==> config.mk <==
export PLATFORM = sky130hd
export DESIGN_NAME = debug_fsm
export DESIGN_NICKNAME = d
export VERILOG_FILES = /design/src/cpu_view_pkg.sv /design/src/debug_cmd_pkg.sv /design/src/debug_fsm.sv /design/src/send_data_fsm.sv /design/src/step_fsm.sv /design/src/run_fsm.sv /design/src/load_inst_fsm.sv
export VERILOG_INCLUDE_DIRS = /design/src
export SDC_FILE = /design/constraint.sdc
export NUM_CORES = 1
export LEC_CHECK = 0
export BUFFER_PORTS_ARGS = -buffer_cell sky130_fd_sc_hd__buf_2
export CAP_MARGIN = 10
export CORE_MARGIN = 5
export CORE_UTILIZATION = 35
export CTS_CLUSTER_DIAMETER = 100
export DETAILED_ROUTE_END_ITERATION = 8
export PLACE_DENSITY = 0.62
export SYNTH_ARGS = -nofsm -noshare
export SYNTH_HDL_FRONTEND = slang
export SYNTH_SLANG_ARGS = --single-unit
==> constraint.sdc <==
create_clock -name clk -period 35.8 [get_ports clk]
set_clock_uncertainty 0.15 [all_clocks]
set_input_delay 3.58 -clock clk [delete_from_list [all_inputs] [get_ports clk]]
set_output_delay 3.58 -clock clk [all_outputs]
set_load 0.05 [all_outputs]
==> src/debug_params.svh <==
`ifndef DEBUG_PARAMS_SVH
`define DEBUG_PARAMS_SVH

// uart and processor widths
`define UART_BITS       8
`define PC_BITS         8
`define INST_BITS       32
`define PROC_BITS       32
`define DATA_ADDR_BITS  5

// dump contents
`define NUM_REGS        8
`define DUMP_MEM_WORDS  8
`define CLK_COUNT_BITS  16

// halt sits in the top six instruction bits
`define OPCODE_BITS     6
`define HALT_OPCODE     6'b111111

// host command bytes
`define CMD_LOAD        8'd1
`define CMD_RUN         8'd2
`define CMD_STEP_MODE   8'd3
`define CMD_STEP        8'd4
`define CMD_EXIT        8'd5

`endif
==> src/cpu_view_pkg.sv <==
`default_nettype none

`include "debug_params.svh"

package cpu_view_pkg;

    // processor state as seen by the debug unit
    typedef struct packed {
        logic [`NUM_REGS-1:0][`PROC_BITS-1:0] rf_regs;
        logic [`INST_BITS-1:0]                if_id;
        logic [`PROC_BITS-1:0]                id_ex;
        logic [`PROC_BITS-1:0]                ex_mem;
        logic [`PROC_BITS-1:0]                mem_wb;
    } cpu_snapshot_t;

    // one instruction memory write, valid travels on its own port
    typedef struct packed {
        logic [`PC_BITS-1:0]   addr;
        logic [`INST_BITS-1:0] data;
    } imem_write_t;

endpackage

`default_nettype wire

==> src/debug_cmd_pkg.sv <==
`default_nettype none

`include "debug_params.svh"

package debug_cmd_pkg;

    typedef enum logic [`UART_BITS-1:0] {
        cmd_load      = `CMD_LOAD,
        cmd_run       = `CMD_RUN,
        cmd_step_mode = `CMD_STEP_MODE,
        cmd_step      = `CMD_STEP,
        cmd_exit      = `CMD_EXIT
    } debug_cmd_e;

    // top level controller
    typedef enum logic [2:0] {
        idle       = 3'd0,
        start_load = 3'd1,
        wait_load  = 3'd2,
        start_run  = 3'd3,
        wait_run   = 3'd4,
        start_step = 3'd5,
        wait_step  = 3'd6
    } debug_state_e;

    // sub-machines
    typedef enum logic [1:0] {ld_idle, ld_recv, ld_write} load_state_e;
    typedef enum logic [1:0] {run_idle, run_running, run_dumping, run_finish} run_state_e;
    typedef enum logic [2:0] {st_idle, st_wait_cmd, st_step, st_dump, st_wait_dump} step_state_e;
    typedef enum logic [2:0] {sd_idle, sd_fetch, sd_mem, sd_send, sd_wait, sd_done} send_state_e;

endpackage

`default_nettype wire

==> src/debug_fsm.sv <==
`default_nettype none

`include "debug_params.svh"

module debug_fsm
    import debug_cmd_pkg::*;
    import cpu_view_pkg::*;
(
    input  logic                       clk,
    input  logic                       rst,
    input  logic [`UART_BITS-1:0]      i_rx_data,
    input  logic                       i_rx_done,
    input  logic                       i_tx_done,
    input  cpu_snapshot_t              i_snapshot,
    input  logic [`PROC_BITS-1:0]      i_mem_data,
    output logic                       o_enable,
    output logic                       o_rst_cpu,
    output logic                       o_imem_wr_valid,
    output imem_write_t                o_imem_wr,
    output logic                       o_dbg_mem_rd,
    output logic [`DATA_ADDR_BITS-1:0] o_dbg_mem_addr,
    output logic                       o_tx_start,
    output logic [`UART_BITS-1:0]      o_tx_data,
    output debug_state_e               o_state
);

    debug_state_e state;
    debug_state_e next_state;

    logic load_done;
    logic run_enable;
    logic run_send_start;
    logic run_done;
    logic step_enable;
    logic step_send_start;
    logic step_done;
    logic send_start;
    logic send_done;

    logic [`CLK_COUNT_BITS-1:0] run_clk_count;
    logic [`CLK_COUNT_BITS-1:0] step_clk_count;
    logic [`CLK_COUNT_BITS-1:0] clk_count;

    always_ff @(posedge clk) begin
        if (!rst)
            state <= idle;
        else
            state <= next_state;
    end

    // commands are only decoded while idle
    always_comb begin
        next_state = state;
        case (state)
            idle: begin
                if (i_rx_done) begin
                    case (debug_cmd_e'(i_rx_data))
                        cmd_load:      next_state = start_load;
                        cmd_run:       next_state = start_run;
                        cmd_step_mode: next_state = start_step;
                        default:       next_state = idle;
                    endcase
                end
            end
            start_load: next_state = wait_load;
            start_run:  next_state = wait_run;
            start_step: next_state = wait_step;
            wait_load:  if (load_done) next_state = idle;
            wait_run:   if (run_done)  next_state = idle;
            wait_step:  if (step_done) next_state = idle;
            default:    next_state = idle;
        endcase
    end

    assign o_state   = state;
    assign o_rst_cpu = (state != idle);

    // only the active machine reaches the processor and the dump
    always_comb begin
        o_enable   = 1'b0;
        send_start = 1'b0;
        clk_count  = '0;
        if (state == wait_run) begin
            o_enable   = run_enable;
            send_start = run_send_start;
            clk_count  = run_clk_count;
        end else if (state == wait_step) begin
            o_enable   = step_enable;
            send_start = step_send_start;
            clk_count  = step_clk_count;
        end
    end

    load_inst_fsm load0 (
        .clk             (clk),
        .rst             (rst),
        .i_start         (state == start_load),
        .i_rx_done       (i_rx_done),
        .i_rx_data       (i_rx_data),
        .o_imem_wr_valid (o_imem_wr_valid),
        .o_imem_wr       (o_imem_wr),
        .o_done          (load_done)
    );

    run_fsm run0 (
        .clk           (clk),
        .rst           (rst),
        .i_start       (state == start_run),
        .i_send_done   (send_done),
        .i_instruction (i_snapshot.if_id),
        .o_enable      (run_enable),
        .o_send_start  (run_send_start),
        .o_clk_count   (run_clk_count),
        .o_done        (run_done)
    );

    step_fsm step0 (
        .clk           (clk),
        .rst           (rst),
        .i_start       (state == start_step),
        .i_rx_done     (i_rx_done),
        .i_rx_data     (i_rx_data),
        .i_instruction (i_snapshot.if_id),
        .i_send_done   (send_done),
        .o_enable      (step_enable),
        .o_send_start  (step_send_start),
        .o_clk_count   (step_clk_count),
        .o_done        (step_done)
    );

    send_data_fsm send0 (
        .clk            (clk),
        .rst            (rst),
        .i_start        (send_start),
        .i_tx_done      (i_tx_done),
        .i_snapshot     (i_snapshot),
        .i_mem_data     (i_mem_data),
        .i_clk_count    (clk_count),
        .o_dbg_mem_rd   (o_dbg_mem_rd),
        .o_dbg_mem_addr (o_dbg_mem_addr),
        .o_tx_start     (o_tx_start),
        .o_tx_data      (o_tx_data),
        .o_done         (send_done)
    );

endmodule

`default_nettype wire

==> src/send_data_fsm.sv <==
`default_nettype none

`include "debug_params.svh"

module send_data_fsm
    import debug_cmd_pkg::*;
    import cpu_view_pkg::*;
(
    input  logic                       clk,
    input  logic                       rst,
    input  logic                       i_start,
    input  logic                       i_tx_done,
    input  cpu_snapshot_t              i_snapshot,
    input  logic [`PROC_BITS-1:0]      i_mem_data,
    input  logic [`CLK_COUNT_BITS-1:0] i_clk_count,
    output logic                       o_dbg_mem_rd,
    output logic [`DATA_ADDR_BITS-1:0] o_dbg_mem_addr,
    output logic                       o_tx_start,
    output logic [`UART_BITS-1:0]      o_tx_data,
    output logic                       o_done
);

    // word order: count, registers, four latches, data memory
    localparam logic [4:0] LATCH_BASE = 5'(1 + `NUM_REGS);
    localparam logic [4:0] MEM_BASE   = LATCH_BASE + 5'd4;
    localparam logic [4:0] LAST_WORD  = MEM_BASE + 5'(`DUMP_MEM_WORDS - 1);
    localparam logic [1:0] COUNT_TOP  = 2'(`CLK_COUNT_BITS / `UART_BITS - 1);
    localparam int         REG_BITS   = $clog2(`NUM_REGS);

    send_state_e                state;
    cpu_snapshot_t              snap;
    logic [`CLK_COUNT_BITS-1:0] count;
    logic [`PROC_BITS-1:0]      cur_word;
    logic [`PROC_BITS-1:0]      sel_word;
    logic [4:0]                 word_idx;
    logic [1:0]                 byte_idx;

    always_comb begin
        case (word_idx)
            5'd0:            sel_word = `PROC_BITS'(count);
            LATCH_BASE:      sel_word = snap.if_id;
            LATCH_BASE + 1:  sel_word = snap.id_ex;
            LATCH_BASE + 2:  sel_word = snap.ex_mem;
            LATCH_BASE + 3:  sel_word = snap.mem_wb;
            default:         sel_word = snap.rf_regs[REG_BITS'(word_idx - 5'd1)];
        endcase
    end

    assign o_dbg_mem_rd   = (state == sd_fetch) && (word_idx >= MEM_BASE);
    assign o_dbg_mem_addr = `DATA_ADDR_BITS'(word_idx - MEM_BASE);
    assign o_tx_start     = (state == sd_send);
    assign o_tx_data      = cur_word[byte_idx*`UART_BITS +: `UART_BITS];
    assign o_done         = (state == sd_done);

    always_ff @(posedge clk) begin
        if (!rst) begin
            state    <= sd_idle;
            word_idx <= '0;
            byte_idx <= '0;
        end else begin
            case (state)
                sd_idle: begin
                    if (i_start) begin
                        state    <= sd_fetch;
                        word_idx <= '0;
                    end
                end
                sd_fetch: begin
                    // memory words arrive a cycle after the read
                    if (word_idx >= MEM_BASE) begin
                        state <= sd_mem;
                    end else begin
                        state    <= sd_send;
                        byte_idx <= (word_idx == 5'd0) ? COUNT_TOP : 2'd3;
                    end
                end
                sd_mem: begin
                    state    <= sd_send;
                    byte_idx <= 2'd3;
                end
                sd_send: state <= sd_wait;
                sd_wait: begin
                    if (i_tx_done) begin
                        if (byte_idx != 2'd0) begin
                            byte_idx <= byte_idx - 2'd1;
                            state    <= sd_send;
                        end else if (word_idx == LAST_WORD) begin
                            state <= sd_done;
                        end else begin
                            word_idx <= word_idx + 5'd1;
                            state    <= sd_fetch;
                        end
                    end
                end
                default: state <= sd_idle;
            endcase
        end
    end

    always_ff @(posedge clk) begin
        if (state == sd_idle && i_start) begin
            snap  <= i_snapshot;
            count <= i_clk_count;
        end
        if (state == sd_fetch)
            cur_word <= sel_word;
        else if (state == sd_mem)
            cur_word <= i_mem_data;
    end

endmodule

`default_nettype wire

==> src/step_fsm.sv <==
`default_nettype none

`include "debug_params.svh"

module step_fsm
    import debug_cmd_pkg::*;
(
    input  logic                       clk,
    input  logic                       rst,
    input  logic                       i_start,
    input  logic                       i_rx_done,
    input  logic [`UART_BITS-1:0]      i_rx_data,
    input  logic [`INST_BITS-1:0]      i_instruction,
    input  logic                       i_send_done,
    output logic                       o_enable,
    output logic                       o_send_start,
    output logic [`CLK_COUNT_BITS-1:0] o_clk_count,
    output logic                       o_done
);

    step_state_e state;
    logic        is_halt;
    logic        exit_cmd;
    logic        step_cmd;

    assign is_halt  = (i_instruction[`INST_BITS-1 -: `OPCODE_BITS] == `HALT_OPCODE);
    assign exit_cmd = (state == st_wait_cmd) && i_rx_done && (i_rx_data == cmd_exit);
    assign step_cmd = (state == st_wait_cmd) && i_rx_done && (i_rx_data == cmd_step);

    assign o_enable     = (state == st_step);
    assign o_send_start = (state == st_dump);
    // processor is frozen during the dump, so if/id still holds the stepped fetch
    assign o_done       = exit_cmd || ((state == st_wait_dump) && i_send_done && is_halt);

    always_ff @(posedge clk) begin
        if (!rst) begin
            state       <= st_idle;
            o_clk_count <= '0;
        end else begin
            case (state)
                st_idle: begin
                    if (i_start) begin
                        state       <= st_wait_cmd;
                        o_clk_count <= '0;
                    end
                end
                st_wait_cmd: begin
                    if (step_cmd)
                        state <= st_step;
                    else if (exit_cmd)
                        state <= st_idle;
                end
                st_step: begin
                    o_clk_count <= o_clk_count + 1'b1;
                    state       <= st_dump;
                end
                st_dump: state <= st_wait_dump;
                st_wait_dump: begin
                    if (i_send_done)
                        state <= is_halt ? st_idle : st_wait_cmd;
                end
                default: state <= st_idle;
            endcase
        end
    end

endmodule

`default_nettype wire

==> src/run_fsm.sv <==
`default_nettype none

`include "debug_params.svh"

module run_fsm
    import debug_cmd_pkg::*;
(
    input  logic                       clk,
    input  logic                       rst,
    input  logic                       i_start,
    input  logic                       i_send_done,
    input  logic [`INST_BITS-1:0]      i_instruction,
    output logic                       o_enable,
    output logic                       o_send_start,
    output logic [`CLK_COUNT_BITS-1:0] o_clk_count,
    output logic                       o_done
);

    run_state_e state;
    logic       is_halt;

    assign is_halt = (i_instruction[`INST_BITS-1 -: `OPCODE_BITS] == `HALT_OPCODE);

    // processor advances until halt reaches if/id
    assign o_enable     = (state == run_running) && !is_halt;
    assign o_send_start = (state == run_running) && is_halt;
    assign o_done       = (state == run_finish);

    always_ff @(posedge clk) begin
        if (!rst) begin
            state       <= run_idle;
            o_clk_count <= '0;
        end else begin
            case (state)
                run_idle: begin
                    if (i_start) begin
                        state       <= run_running;
                        o_clk_count <= '0;
                    end
                end
                run_running: begin
                    if (is_halt)
                        state <= run_dumping;
                    else
                        o_clk_count <= o_clk_count + 1'b1;
                end
                run_dumping: begin
                    if (i_send_done)
                        state <= run_finish;
                end
                default: state <= run_idle;
            endcase
        end
    end

endmodule

`default_nettype wire

==> src/load_inst_fsm.sv <==
`default_nettype none

`include "debug_params.svh"

module load_inst_fsm
    import debug_cmd_pkg::*;
    import cpu_view_pkg::*;
(
    input  logic                  clk,
    input  logic                  rst,
    input  logic                  i_start,
    input  logic                  i_rx_done,
    input  logic [`UART_BITS-1:0] i_rx_data,
    output logic                  o_imem_wr_valid,
    output imem_write_t           o_imem_wr,
    output logic                  o_done
);

    load_state_e           state;
    logic [1:0]            byte_cnt;
    logic [`PC_BITS-1:0]   addr_cnt;
    logic [`INST_BITS-1:0] word_sr;
    logic                  is_halt;

    assign is_halt = (word_sr[`INST_BITS-1 -: `OPCODE_BITS] == `HALT_OPCODE);

    assign o_imem_wr_valid = (state == ld_write);
    assign o_imem_wr       = '{addr: addr_cnt, data: word_sr};
    assign o_done          = (state == ld_write) && is_halt;

    always_ff @(posedge clk) begin
        if (!rst) begin
            state    <= ld_idle;
            byte_cnt <= '0;
            addr_cnt <= '0;
        end else begin
            case (state)
                ld_idle: begin
                    if (i_start) begin
                        state    <= ld_recv;
                        byte_cnt <= '0;
                        addr_cnt <= '0;
                    end
                end
                ld_recv: begin
                    if (i_rx_done) begin
                        byte_cnt <= byte_cnt + 2'd1;
                        if (byte_cnt == 2'd3)
                            state <= ld_write;
                    end
                end
                ld_write: begin
                    addr_cnt <= addr_cnt + 1'b1;
                    state    <= is_halt ? ld_idle : ld_recv;
                end
                default: state <= ld_idle;
            endcase
        end
    end

    // msb first, so older bytes shift up
    always_ff @(posedge clk) begin
        if (state == ld_recv && i_rx_done)
            word_sr <= {word_sr[`INST_BITS-`UART_BITS-1:0], i_rx_data};
    end

endmodule

`default_nettype wire

==> impl.org, run 1 <==
** Route
- The first detailed-routing pass took 8 iterations.
- The count of nets left with antenna violations once routing finished came out at 0.
- Post-route met1 wirelength :: 23800 µm
- After the first detailed-routing iteration, the DRC count stood at 924.
- Detailed routing placed a total of 31400 µm of wire on met2.
- Via count normalized by instance count :: 5.20
- Wire segments on met3 add up to 4780 µm in the final route.
- In the routed design, unresolved DRC markers number 0.
- After detailed routing, the average wire length per cell comes to 23.8 µm.
- Total number of vias :: 13.4k
- The final layout contains routed wiring with a total length of 61300 µm.
- Signal routing reaches up to met5.

** GRT
- Sum of overflow across all layers after global routing :: 0
- The first global-routing pass estimated 87400 µm of wire.
- Maximum number of pins on one net before global-route repair :: 206
- Via count of the first global-routing pass :: 13.9k
- GRT Resource Usage Total :: 18.1%
- Number of antenna violations at the first check in global routing :: 20

** Worst setup path
- Number of cells traversed by the worst register-to-register path :: 7
- For the worst setup path, the data arrival time is 4.86 ns.
- STA classifies the critical path startpoint as an input port.
- Top Family by Delay on Critical Path :: simple AND/OR/NAND/NOR gates
- Critical path capture point type :: output pin
- Depth of the critical timing path with buffers and inverters included :: 5
- Critical-path cell list :: buf_2, nand4_1, nor2_1, o32ai_1, buf_2
- Count of buffering cells on the critical path with inverters included :: 2
- Highest net fanout along the worst path :: 4
- Critical path's most frequent cell :: sky130_fd_sc_hd__buf_2
- STA puts the critical path data required time at 32.07 ns.
- The slowest stage of the critical path is the sky130_fd_sc_hd__nor2_1 cell.
- Critical path class :: in -> out
- For flop-to-flop paths, the worst setup slack is 31.37 ns.
- On the worst path, the slowest cell contributes a delay of 0.43 ns.

** Timing
- Slew of the pin with the lowest slew margin :: 1.20 ns
- Total count of max-transition violations in the final report :: 0
- Setup repair after global routing left no endpoint under its margin.
- Final setup viols :: 0
- Setup TNS after final layout :: 0 ns
- The final count of hold timing violations is 0.
- Headroom to the max-slew limit came out at 20.2%.
- Final critical-path share of the clock period :: 24.0%
- Fin worst setup slack :: 27.21 ns
- Achievable frequency :: 116 MHz
- Final worst path period need :: 8.59 ns

** Clock tree
- The number of hold buffers added after CTS was 0.
- CTS built an H-tree with a depth of 2.
- In this run, CTS created clock tree buffers numbering 59.
- CTS root buffer :: sky130_fd_sc_hd__clkbuf_16
- Total of cells resized after clock tree synthesis :: 0
- Counting along the longest clock path gives a buffer depth of 3.
- Post-CTS setup-driven buffer insertion count :: 0
- The clock net in this run drives a total of 526 sinks.
- Clock-pin slew was measured on the worst setup and hold paths at 0.06 ns.
- Clock latency reported for the late side of the worst-skew pair :: 0.60 ns
- TritonCTS built the clock tree.

** Logic synthesis
- Per-instance average area after synthesis :: 16.7 µm²
- Counting every net in the synthesized netlist gives 1697.
- Counting every instance in the synthesized netlist gives 1254.
- The cell area that synthesis handed to floorplanning was 20900 µm².
- EDFF count, synth :: 464
- Number of synthesized register bits :: 526
- In the synthesized netlist the dominant register cell turns out to be sky130_fd_sc_hd__edfxtp_1.
- Post-synthesis sequential area ratio :: 72.6%
- Counting distinct cell types in the post-synthesis netlist gives 62.
- Yosys printed 0 warnings.
- Of all flip-flops after synthesis, the portion carrying an async set or reset was 0%.

** Die
- Area of the core :: 59000 µm²
- The floorplan has 89 rows.
- Area of the die :: 64700 µm²
- Die Ht :: 254 µm
- Top-Level Pins :: 489
- Die width :: 254 µm
- Initial Utilization :: 35.4%

** Hold path
- Along the worst hold path, the cell count comes to 0.
- In this run the worst hold path is classified as reg -> reg.

** Cells and area
- Final standard cell count with taps included and fillers excluded :: 2581
- Area added between synthesis and finish :: 25.5%
- Fraction of final layout cells with drive strength greater than 1 :: 38.5%
- Fillers :: 5275
- NumNets Final :: 2185
- Top library cells by usage in the layout, fill and taps aside :: 488 x sky130_fd_sc_hd__buf_2, 464 x sky130_fd_sc_hd__edfxtp_1, 83 x sky130_fd_sc_hd__nand2_1
- Leaving out fill and tap cells, the most frequent cell in the layout is sky130_fd_sc_hd__buf_2.

** Placement
- The wire-length estimate of the detail-placed layout is 43900 µm.
- Once placement completed, the tool counted placed cells totaling 2453.
- DP Worst Slack :: 27.16 ns
- Count of buffers inserted at the top-level ports :: 488
- Global placer's final weighted congestion :: 0.823

** Pwr
- Dividing total power by cell area gives a power density of 52.0 nW/µm².
- Power comes to 1360 µW.
- Leakage power :: 0.00932 µW
- VDD sags by at most 0.0380 mV.

** Flow run
- Max-cap check violation count :: 0

** Run status
- The run finished with clean final reports.
## flip-flops by register name (all words and copies together), names as in the netlist, 3 cells and up
register and count:
load0.addr_cnt 8, load0.word_sr 32, o_state 3, run0.o_clk_count 16, send0.count 16, send0.cur_word 32
send0.snap 384, send0.state 3, send0.word_idx 5, step0.o_clk_count 16, step0.state 3
## power breakdown
group	internal, µW	leakage, µW	total [µW]	switching, µW
combinational	34.2	0.00366	80.9	46.7
clock	356	0.000945	602	246
sequential	675	0.00471	680	5.25
## worst paths after layout
| path | from | to |
|---|---|---|
| min reg2reg | load0.word_sr[22] | load0.word_sr[30] |
| max | i_snapshot[124] | o_enable |
| max reg2reg | send0.word_idx[0] | send0.cur_word[6] |
| min | load0.word_sr[22] | load0.word_sr[30] |
## cells in the mapped netlist, drive strengths merged (6+ instances only)
library cell	n	area share (%)
ha	15	0.90
mux2i	19	0.91
nand2b	7	0.21
a221oi	19	0.80
clkbuf	53	0.95
a221o	15	0.72
and3	10	0.30
mux4	72	7.8
a31oi	16	0.48
or2	6	0.18
nand3b	6	0.28
buf	20	0.49
a22o	31	1.3
o2111ai	16	0.67
nor4	12	0.39
nand2	83	1.5
o32a	16	0.77
nor3	14	0.34
o21ai	26	0.62
nor3b	7	0.25
nand4	12	0.36
dfxtp	62	5.9
nor2	61	1.1
o21a	20	0.72
a21oi	41	0.98
nand3	24	0.57
xnor2	13	0.55
and2	6	0.18
inv	14	0.25
edfxtp	464	67
a22oi	21	0.75
## logic make-up (layout without fill, tap and decap cells)
kind of cell,after synthesis,after routing,share of synthesized area (%)
compound gates,246,246,8.81
xor+xnor,15,15,0.629
fa+ha+maj,15,15,0.898
buf+inv,89,628,1.72
flops,526,526,72.6
mux,92,92,8.74
other cells,0,15,0
simple gates,271,271,6.56
## layout make-up
cell class                      count  area [µm²]  share of cell area [%]
Multi-Input combinational cell    639        5450                    20.8
Antenna cell                       15        37.5                   0.143
Clock buffer                       74        1570                    6.00
Clock inverter                     38         378                    1.44
Timing Repair Buffer              500        2580                    9.83
Inverter                           16        60.1                   0.229
Sequential cell                   526       15200                    57.9
Tap cell                          773         967                    3.69
## per-layer routing
layer  up-vias  global-route usage, %
li1       6124                      -
met4         6                   5.52
met2       518                   31.3
met3        88                   4.23
met5         -                      0
met1      6674                   22.8
## stage by stage
stage / cell area [µm²] / utilization [%] / hold WS, ns
6_report: 26200 / 44.4 / 0.294
5_1_grt: 26200 / 44.4 / 0.305
4_1_cts: 26200 / 44.3 / 0.289
3_5_place_dp: 24200 / 41.0 / 0.279
3_3_place_gp: 24200 / 41.0 / 0.273
2_1_floorplan: 20900 / - / 0.289
Note: power is estimated with default switching activity, not from simulation.
==> run 2: changes to the inputs <==
==> constraint.sdc (replaced) <==
create_clock -name clk -period 8.8 [get_ports clk]
set_clock_uncertainty 0.15 [all_clocks]
set_input_delay 0.88 -clock clk [delete_from_list [all_inputs] [get_ports clk]]
set_output_delay 0.88 -clock clk [all_outputs]
set_load 0.05 [all_outputs]
==> run 2 against run 1 <==
Hold slack lost 0.0023 ns. Clock power grew to 3.9 times the previous value. Count of clock-buffer cells in the layout down 3. Design area fell by 0.44%. First-iteration DRC count up 15%. Highest routed layer unchanged. Largest cell class unchanged. Cell count shrank 0.58%. Critical endpoint is now o_dbg_mem_addr[2]. Largest power group unchanged. Core utilization is 0.20 points lower.
==> impl.org, run 2 (synthesized netlist as in run 1, its figures left out) <==
** Worst setup path
- The signal on the critical path passes through inv_1, ha_1, xor2_4, buf_4, inv_1, buf_2.
- STA classifies the critical path startpoint as a flip-flop.
- The maximum fanout count along the critical path is 35 (+31).
- The worst setup path is captured at an output pin.
- Signal arrival time at the worst endpoint :: 3.77 ns (-1.09 ns)
- CP max-delay cell :: sky130_fd_sc_hd__dfxtp_4
- Critical path's most frequent cell :: sky130_fd_sc_hd__inv_1
- Required time of the critical path :: 7.77 ns (-24.30 ns)
- Critical path's largest stage delay :: 0.80 ns (+0.37 ns)
- Critical path class :: reg -> out

** Clock tree
- The number of sinks handled by clock tree synthesis is 526 (unchanged).
- Num CTS Buffers :: 54 (-8.5%)
- CTS placed an instance of sky130_fd_sc_hd__clkbuf_16 at the clock tree root.
- CTS clk-pin slew, worst paths :: 0.06 ns (about the same)
- The CTS H-tree depth came to 2 (unchanged).
- Clock tree from TritonCTS :: built
- Total of cells resized after clock tree synthesis :: 0 (unchanged)
- Clk buf depth :: 3 (unchanged)
- The cts-stage hold buffer count is 0 (unchanged).
- Clock latency reported for the late side of the worst-skew pair :: 0.60 ns (about the same)
- Post-CTS setup-driven buffer insertion count :: 0 (unchanged)

** Pwr
- The ratio of total power to cell area came to 209 nW/µm² (+300%).
- The maximum vdd drop was 0.181 mV (+370%).
- Leakage power :: 0.00926 µW (-0.60%)
- The power after layout was 5450 µW (+300%).

** Die
- The die outline height was 254 µm (unchanged).
- Standard-cell rows :: 89 (unchanged)
- Area of the die :: 64700 µm² (unchanged)
- The initial core utilization came to 35.4% (unchanged).
- The floorplan die width is 254 µm (unchanged).
- Area of the core :: 59000 µm² (unchanged)
- Top-Level Pins :: 489 (unchanged)

** Cells and area
- Number of flip-flops under the largest register name :: 384 (unchanged)
- The largest registers in the layout are send0.snap (384), load0.word_sr (32), send0.cur_word (32).
- The share of cells above drive strength 1 came to 38.4% (-0.17 points).
- The post-route standard cell area excluding fillers was 26100 µm² (-0.44%).
- In the layout the commonest cells are 488 x sky130_fd_sc_hd__buf_2, 464 x sky130_fd_sc_hd__edfxtp_1, 83 x sky130_fd_sc_hd__nand2_1.
- NumNets Final :: 2180 (-0.23%)
- Most flop-heavy register :: send0.snap
- Area added between synthesis and finish :: 25.0%
- Commonest non-fill, non-tap cell in the layout :: sky130_fd_sc_hd__buf_2
- The number of standard cells in the layout, taps in and fillers out is 2566 (-0.58%).

** Timing
- Slew of the pin with the lowest slew margin :: 1.29 ns (+0.0930 ns)
- Timing would allow up to 208 MHz.
- Counting I/O delays and the setup requirement, the final critical path takes 4.80 ns.
- RSZ-0062 raised after global routing :: no
- Fin worst setup slack :: 4.00 ns (-23.21 ns)
- After layout, the worst path uses 54.5% of the clock period.
- The final count of pins violating max slew came to 0 (unchanged).
- Final setup viols :: 0 (unchanged)
- The final count of hold timing violations was 0 (unchanged).
- The headroom to the max-slew limit is 13.7% (-6.6 points).

** Route
- Via count normalized by instance count :: 5.23 (+0.72%)
- DRC violation count after routing :: 0 (unchanged)
- Initial detailed-routing violation count :: 1061 (+15%)
- The number of optimization iterations in the first detailed-route pass came to 7 (-1).
- The final routed wirelength across all metal layers came to 64100 µm (+4.5%).
- Total number of vias :: 13.4k (+0.13%)
- The per-cell routed wire length came to 25.0 µm (+5.1%).
- The number of nets with antenna violations after routing is 0 (unchanged).

** Placement
- Global placer's final weighted congestion :: 0.844 (+2.6%)
- The total placed cells including tap cells is 2453 (unchanged).
- The pre-CTS worst setup slack was 4.52 ns (-22.64 ns).
- Detailed Place HPWL :: 46400 µm (+5.8%)
- The count of port buffers added during placement was 488 (unchanged).
- Placed cell area :: 24200 µm² (about the same)

** Run status
- The flow ran to the end, and the final reports show no timing, DRC or antenna violations.

** GRT
- The number of antenna violations at the first check in global routing is 15 (-25%).
- Maximum number of pins on one net before global-route repair :: 205 (-0.49%)
- The global-route congestion overflow total is 0 (unchanged).
- The wire length of the first global-routing pass came to 90500 µm (+3.6%).
- GRT Resource Usage Total :: 18.9% (+0.82 points)
- Via count of the first global-routing pass :: 13.7k (-1.4%)

** Hold path
- The min-delay analysis places its worst path in the category reg -> reg.

** Flow run
- The total of max-cap violations was 0 (unchanged).
run 2: changes by cell type in the layout (fill, tap and decap cells not counted), moves of 3 or more:
cell	change
sky130_fd_sc_hd__dfxtp_1	-3
sky130_fd_sc_hd__clkbuf_1	-4
sky130_fd_sc_hd__clkbuf_16	-3
sky130_fd_sc_hd__clkinv_2	-3
sky130_fd_sc_hd__clkinv_4	-3
run 2: worst max-delay path: cells and delay by family, from the launching register on:
family | cells | cell delay [ns]
buf+inv | 4 | 1.87
xor+xnor | 1 | 0.13
fa+ha+maj | 1 | 0.35
flops | 1 | 0.80
run 2: worst paths after layout:
check,startpoint,end,slack [ns],depth (start not counted)
max,send0.word_idx[0],o_dbg_mem_addr[2],4.00,6
min,load0.word_sr[9],load0.word_sr[17],0.29,0
max reg2reg,send0.word_idx[0],send0.cur_word[28],4.93,8
min reg2reg,load0.word_sr[9],load0.word_sr[17],0.29,0
run 2: routing by layer:
metal  share of wire, %  up-vias  track usage (%)
met3                7.3       88             4.37
met1                 40     6777             24.2
met4                2.0        6             4.08
met2                 51      478             33.2
li1                   -     6079                -
met5              0.062        -                0
run 2: layout make-up:
cell class / count / area, µm²
antenna: 13 / 32.5
clock buffer: 71 / 1520
clock inverter: 28 / 310
fill: 5291 / 32900
inverter: 16 / 60.1
multi-input combinational: 639 / 5450
sequential: 526 / 15200
tap: 773 / 967
timing repair buffer: 500 / 2580
run 2: stage by stage:
stage / utilization, % / hold slack [ns] / TNS [ns]
final: 44.2 / 0.291 / 0
after floorplan: - / 0.289 / -1075.06
after global routing: 44.2 / 0.261 / 0
after detailed placement: 41.0 / 0.282 / 0
after global placement: 41.0 / 0.274 / 0
after CTS: 44.1 / 0.261 / 0
run 2: where the power goes:
| group | switching, µW | internal (µW) | total [µW] |
|---|---|---|---|
| clock | 961 | 1390 | 2350 |
| sequential | 35.1 | 2750 | 2780 |
| combinational | 182 | 140 | 322 |
==> run 3: changes to the inputs <==
--- a/config.mk
+++ b/config.mk
@@ -12,7 +12,7 @@
 export CORE_UTILIZATION = 35
 export CTS_CLUSTER_DIAMETER = 100
 export DETAILED_ROUTE_END_ITERATION = 8
-export PLACE_DENSITY = 0.62
+export PLACE_DENSITY = 0.64
 export SYNTH_ARGS = -nofsm -noshare
 export SYNTH_HDL_FRONTEND = slang
 export SYNTH_SLANG_ARGS = --single-unit
==> constraint.sdc (replaced) <==
create_clock -name clk -period 3.96 [get_ports clk]
set_clock_uncertainty 0.15 [all_clocks]
set_input_delay 0.396 -clock clk [delete_from_list [all_inputs] [get_ports clk]]
set_output_delay 0.396 -clock clk [all_outputs]
set_load 0.05 [all_outputs]
==> run 3 against run 2 <==
First-iteration DRC count rose by 22%. Sequential share of layout area shrank 8.5 points. Global-route usage is 2.7 points higher. Critical path depth down 1. Die area is the same. Highest routed layer unchanged.
==> impl.org, run 3 (synthesized netlist as in run 1, its figures left out) <==
** Run status
- The flow ran to the end, and the final reports show no timing, DRC or antenna violations.

** Clock tree
- CTS root buffer :: sky130_fd_sc_hd__clkbuf_16
- The number of buffers created by CTS was 56 (+3.7%).
- The source-to-sink clock delay at the later pin of the worst-skew pair was 0.61 ns (about the same).
- CTS Sinks :: 526 (unchanged)
- The clock edge transition at the registers on the reported setup and hold paths came to 0.07 ns (about the same).
- Clk buf depth :: 3 (unchanged)
- The buffer count from post-CTS setup fixing is 0 (unchanged).
- The CTS H-tree depth came to 2 (unchanged).
- Clock tree from TritonCTS :: built

** GRT
- The via count of the first global-routing pass is 16.6k (+21%).
- Sum of overflow across all layers after global routing :: 0 (unchanged)
- The maximum number of pins on one net before global-route repair is 134 (-35%).
- The wire length of the first global-routing pass is 105000 µm (+16%).
- Number of antenna violations at the first check in global routing :: 18 (+3)
- GRT Resource Usage Total :: 21.6% (+2.7 points)

** Route
- The number of optimization iterations in the first detailed-route pass came to 5 (-2).
- The via density per instance is 5.19 (-0.91%).
- The per-cell routed wire length is 24.1 µm (-3.6%).
- Total number of vias :: 15.6k (+16%)
- Count of antenna-violating nets left after detailed routing :: 0 (unchanged)
- DRC violation count after routing :: 0 (unchanged)
- Final WL :: 72500 µm (+13%)
- The count of routing violations after the opening detailed-route iteration was 1291 (+22%).

** Cells and area
- The number of inserted filler cells in the final layout is 4719 (-11%).
- In the layout the commonest cells are 488 x sky130_fd_sc_hd__buf_2, 464 x sky130_fd_sc_hd__edfxtp_1, 425 x sky130_fd_sc_hd__dlygate4sd3_1.
- Leaving out fill and tap cells, the most frequent cell in the layout is sky130_fd_sc_hd__buf_2.
- The area growth from synthesis to layout is 46.5%.
- Non-Filler Cell Area, Final :: 30600 µm² (+17%)
- The register with the most flip-flops in the final layout is send0.snap.
- The share of cells above drive strength 1 is 31.6% (-6.8 points).
- Number of flip-flops under the largest register name :: 384 (unchanged)
- The largest registers in the layout are send0.snap (384), load0.word_sr (32), send0.cur_word (32).
- The fraction of the core area covered by cells at the end of the flow was 51.8% (+7.6 points).
- The register cell area after layout is 15200 µm² (about the same).
- The number of nets in the layout is 2616 (+20%).
- The area of the multi-input gates was 5470 µm² (+0.25%).

** Die
- Die width :: 254 µm (unchanged)
- Area of the core :: 59000 µm² (unchanged)
- Area of the die :: 64700 µm² (unchanged)
- Initial Utilization :: 35.4% (unchanged)
- Standard-cell rows :: 89 (unchanged)
- The number of top-level pins is 489 (unchanged).
- Die Ht :: 254 µm (unchanged)

** Timing
- Final worst path period need :: 3.27 ns
- Total count of max-transition violations in the final report :: 0 (unchanged)
- The final count of hold timing violations is 0 (unchanged).
- The final sum of negative setup slack came to 0 ns (unchanged).
- Static timing analysis puts the maximum clock frequency at 305 MHz.
- Slew of the pin with the lowest slew margin :: 1.20 ns (-0.0928 ns)
- Final critical-path share of the clock period :: 82.7%
- Final setup viols :: 0 (unchanged)
- RSZ-0062 raised after global routing :: no
- The headroom to the max-slew limit was 20.1% (+6.5 points).

** Worst setup path
- The largest stage delay on the critical path is 0.45 ns (-0.35 ns).
- The worst path buffer plus inverter count came to 3 (-1).
- Critical-path cell list :: inv_1, ha_1, xor2_4, inv_1, buf_2
- The data required time of the worst path came to 3.41 ns (-4.36 ns).
- Top Family by Delay on Critical Path :: buffers and inverters
- The setup path with the least slack is of type reg -> out.
- CP max-delay cell :: sky130_fd_sc_hd__inv_1
- The arrival time at the worst endpoint was 2.73 ns (-1.04 ns).
- Sort of element at the start of the critical path :: flip-flop
- STA classifies the critical path endpoint as an output pin.
- Counting stages on the worst path, the most repeated cell is sky130_fd_sc_hd__inv_1.
- The maximum fanout count along the critical path was 16 (-54%).

** Flow run
- The total of max-cap violations is 0 (unchanged).

** Placement
- Detailed Place HPWL :: 47100 µm (+1.5%)
- Placed cell area :: 24300 µm² (+0.48%)
- Global placer's final weighted congestion :: 0.853 (+1.0%)
- The count of port buffers added during placement is 488 (unchanged).

** Pwr
- The maximum vdd drop came to 0.407 mV (+130%).
- Cell area power density :: 421 nW/µm² (+100%)
- The static leakage is 0.0112 µW (+20%).

** Hold path
- Worst hold-check path type :: in -> reg
run 3: cell count changes in the layout (fill, tap and decap cells not counted), sizes merged:
| cell | delta |
|---|---|
| clkinv | +1 |
| inv | +3 |
| clkbuf | -2 |
| dlygate4sd3 | +425 |
| bufinv | +3 |
| clkinvlp | +2 |
| diode | +6 |
| buf | +9 |
run 3: path summary, 6_finish.rpt:
kind / end / cells after the start / slack [ns] / from
hold reg to reg: load0.word_sr[26] / 0 / 0.28 / load0.word_sr[18]
hold / removal: send0.cur_word[30] / 3 / 0.1 / i_mem_data[30]
setup reg to reg: send0.cur_word[13] / 7 / 0.88 / send0.word_idx[1]
setup / recovery: o_dbg_mem_addr[2] / 5 / 0.69 / send0.word_idx[0]
run 3: per-layer routing:
| metal | track usage (%) | vias to the layer above | wire length (µm) |
|---|---|---|---|
| met5 | 0 | - | 8 |
| met4 | 8.21 | 2 | 2550 |
| met3 | 4.61 | 186 | 5330 |
| met2 | 38.4 | 763 | 37700 |
| met1 | 26.0 | 7709 | 26800 |
| li1 | - | 6964 | - |
run 3: cell type report:
class | instances | area share (%)
sequential | 526 | 49.6
timing repair buffer | 934 | 22.6
inverter | 16 | 0.196
tap | 773 | 3.16
multi-input combinational | 639 | 17.9
antenna | 19 | 0.155
clock buffer | 69 | 4.98
clock inverter | 37 | 1.45
run 3: timing repair:
| item | 4_1_cts | 5_1_grt |
|---|---|---|
| hold buffers | 425 | 0 |
| gates resized for setup | 0 | 0 |
| endpoints found under the hold margin | 430 | 0 |
run 3: metrics by stage:
| stage | power, µW | hold slack, ns | cells | setup slack (ns) |
|---|---|---|---|---|
| after floorplan | 6600 | 0.289 | 1254 | -7.34 |
| after global placement | 7010 | 0.275 | 2463 | 0.846 |
| after detailed placement | 7020 | 0.279 | 2463 | 0.860 |
| after CTS | 12900 | 0.0529 | 2994 | 0.624 |
| after global routing | 13300 | 0.0865 | 3011 | 0.488 |
| final | 12900 | 0.0981 | 3013 | 0.685 |
run 3: worst register-to-register path: stages, from the launching register on:
cell and delay [ns]:
sky130_fd_sc_hd__dfxtp_1 0.43, sky130_fd_sc_hd__inv_1 0.16, sky130_fd_sc_hd__ha_4 0.77, sky130_fd_sc_hd__buf_4 0.40, sky130_fd_sc_hd__mux4_2 0.39, sky130_fd_sc_hd__mux2i_1 0.27
sky130_fd_sc_hd__o2111ai_1 0.14, sky130_fd_sc_hd__o21a_1 0.14
run 3: power by group:
part | switching [µW] | internal [µW]
registers | 73.1 | 6100
logic | 505 | 589
clock network | 2280 | 3330
total | 2860 | 10000
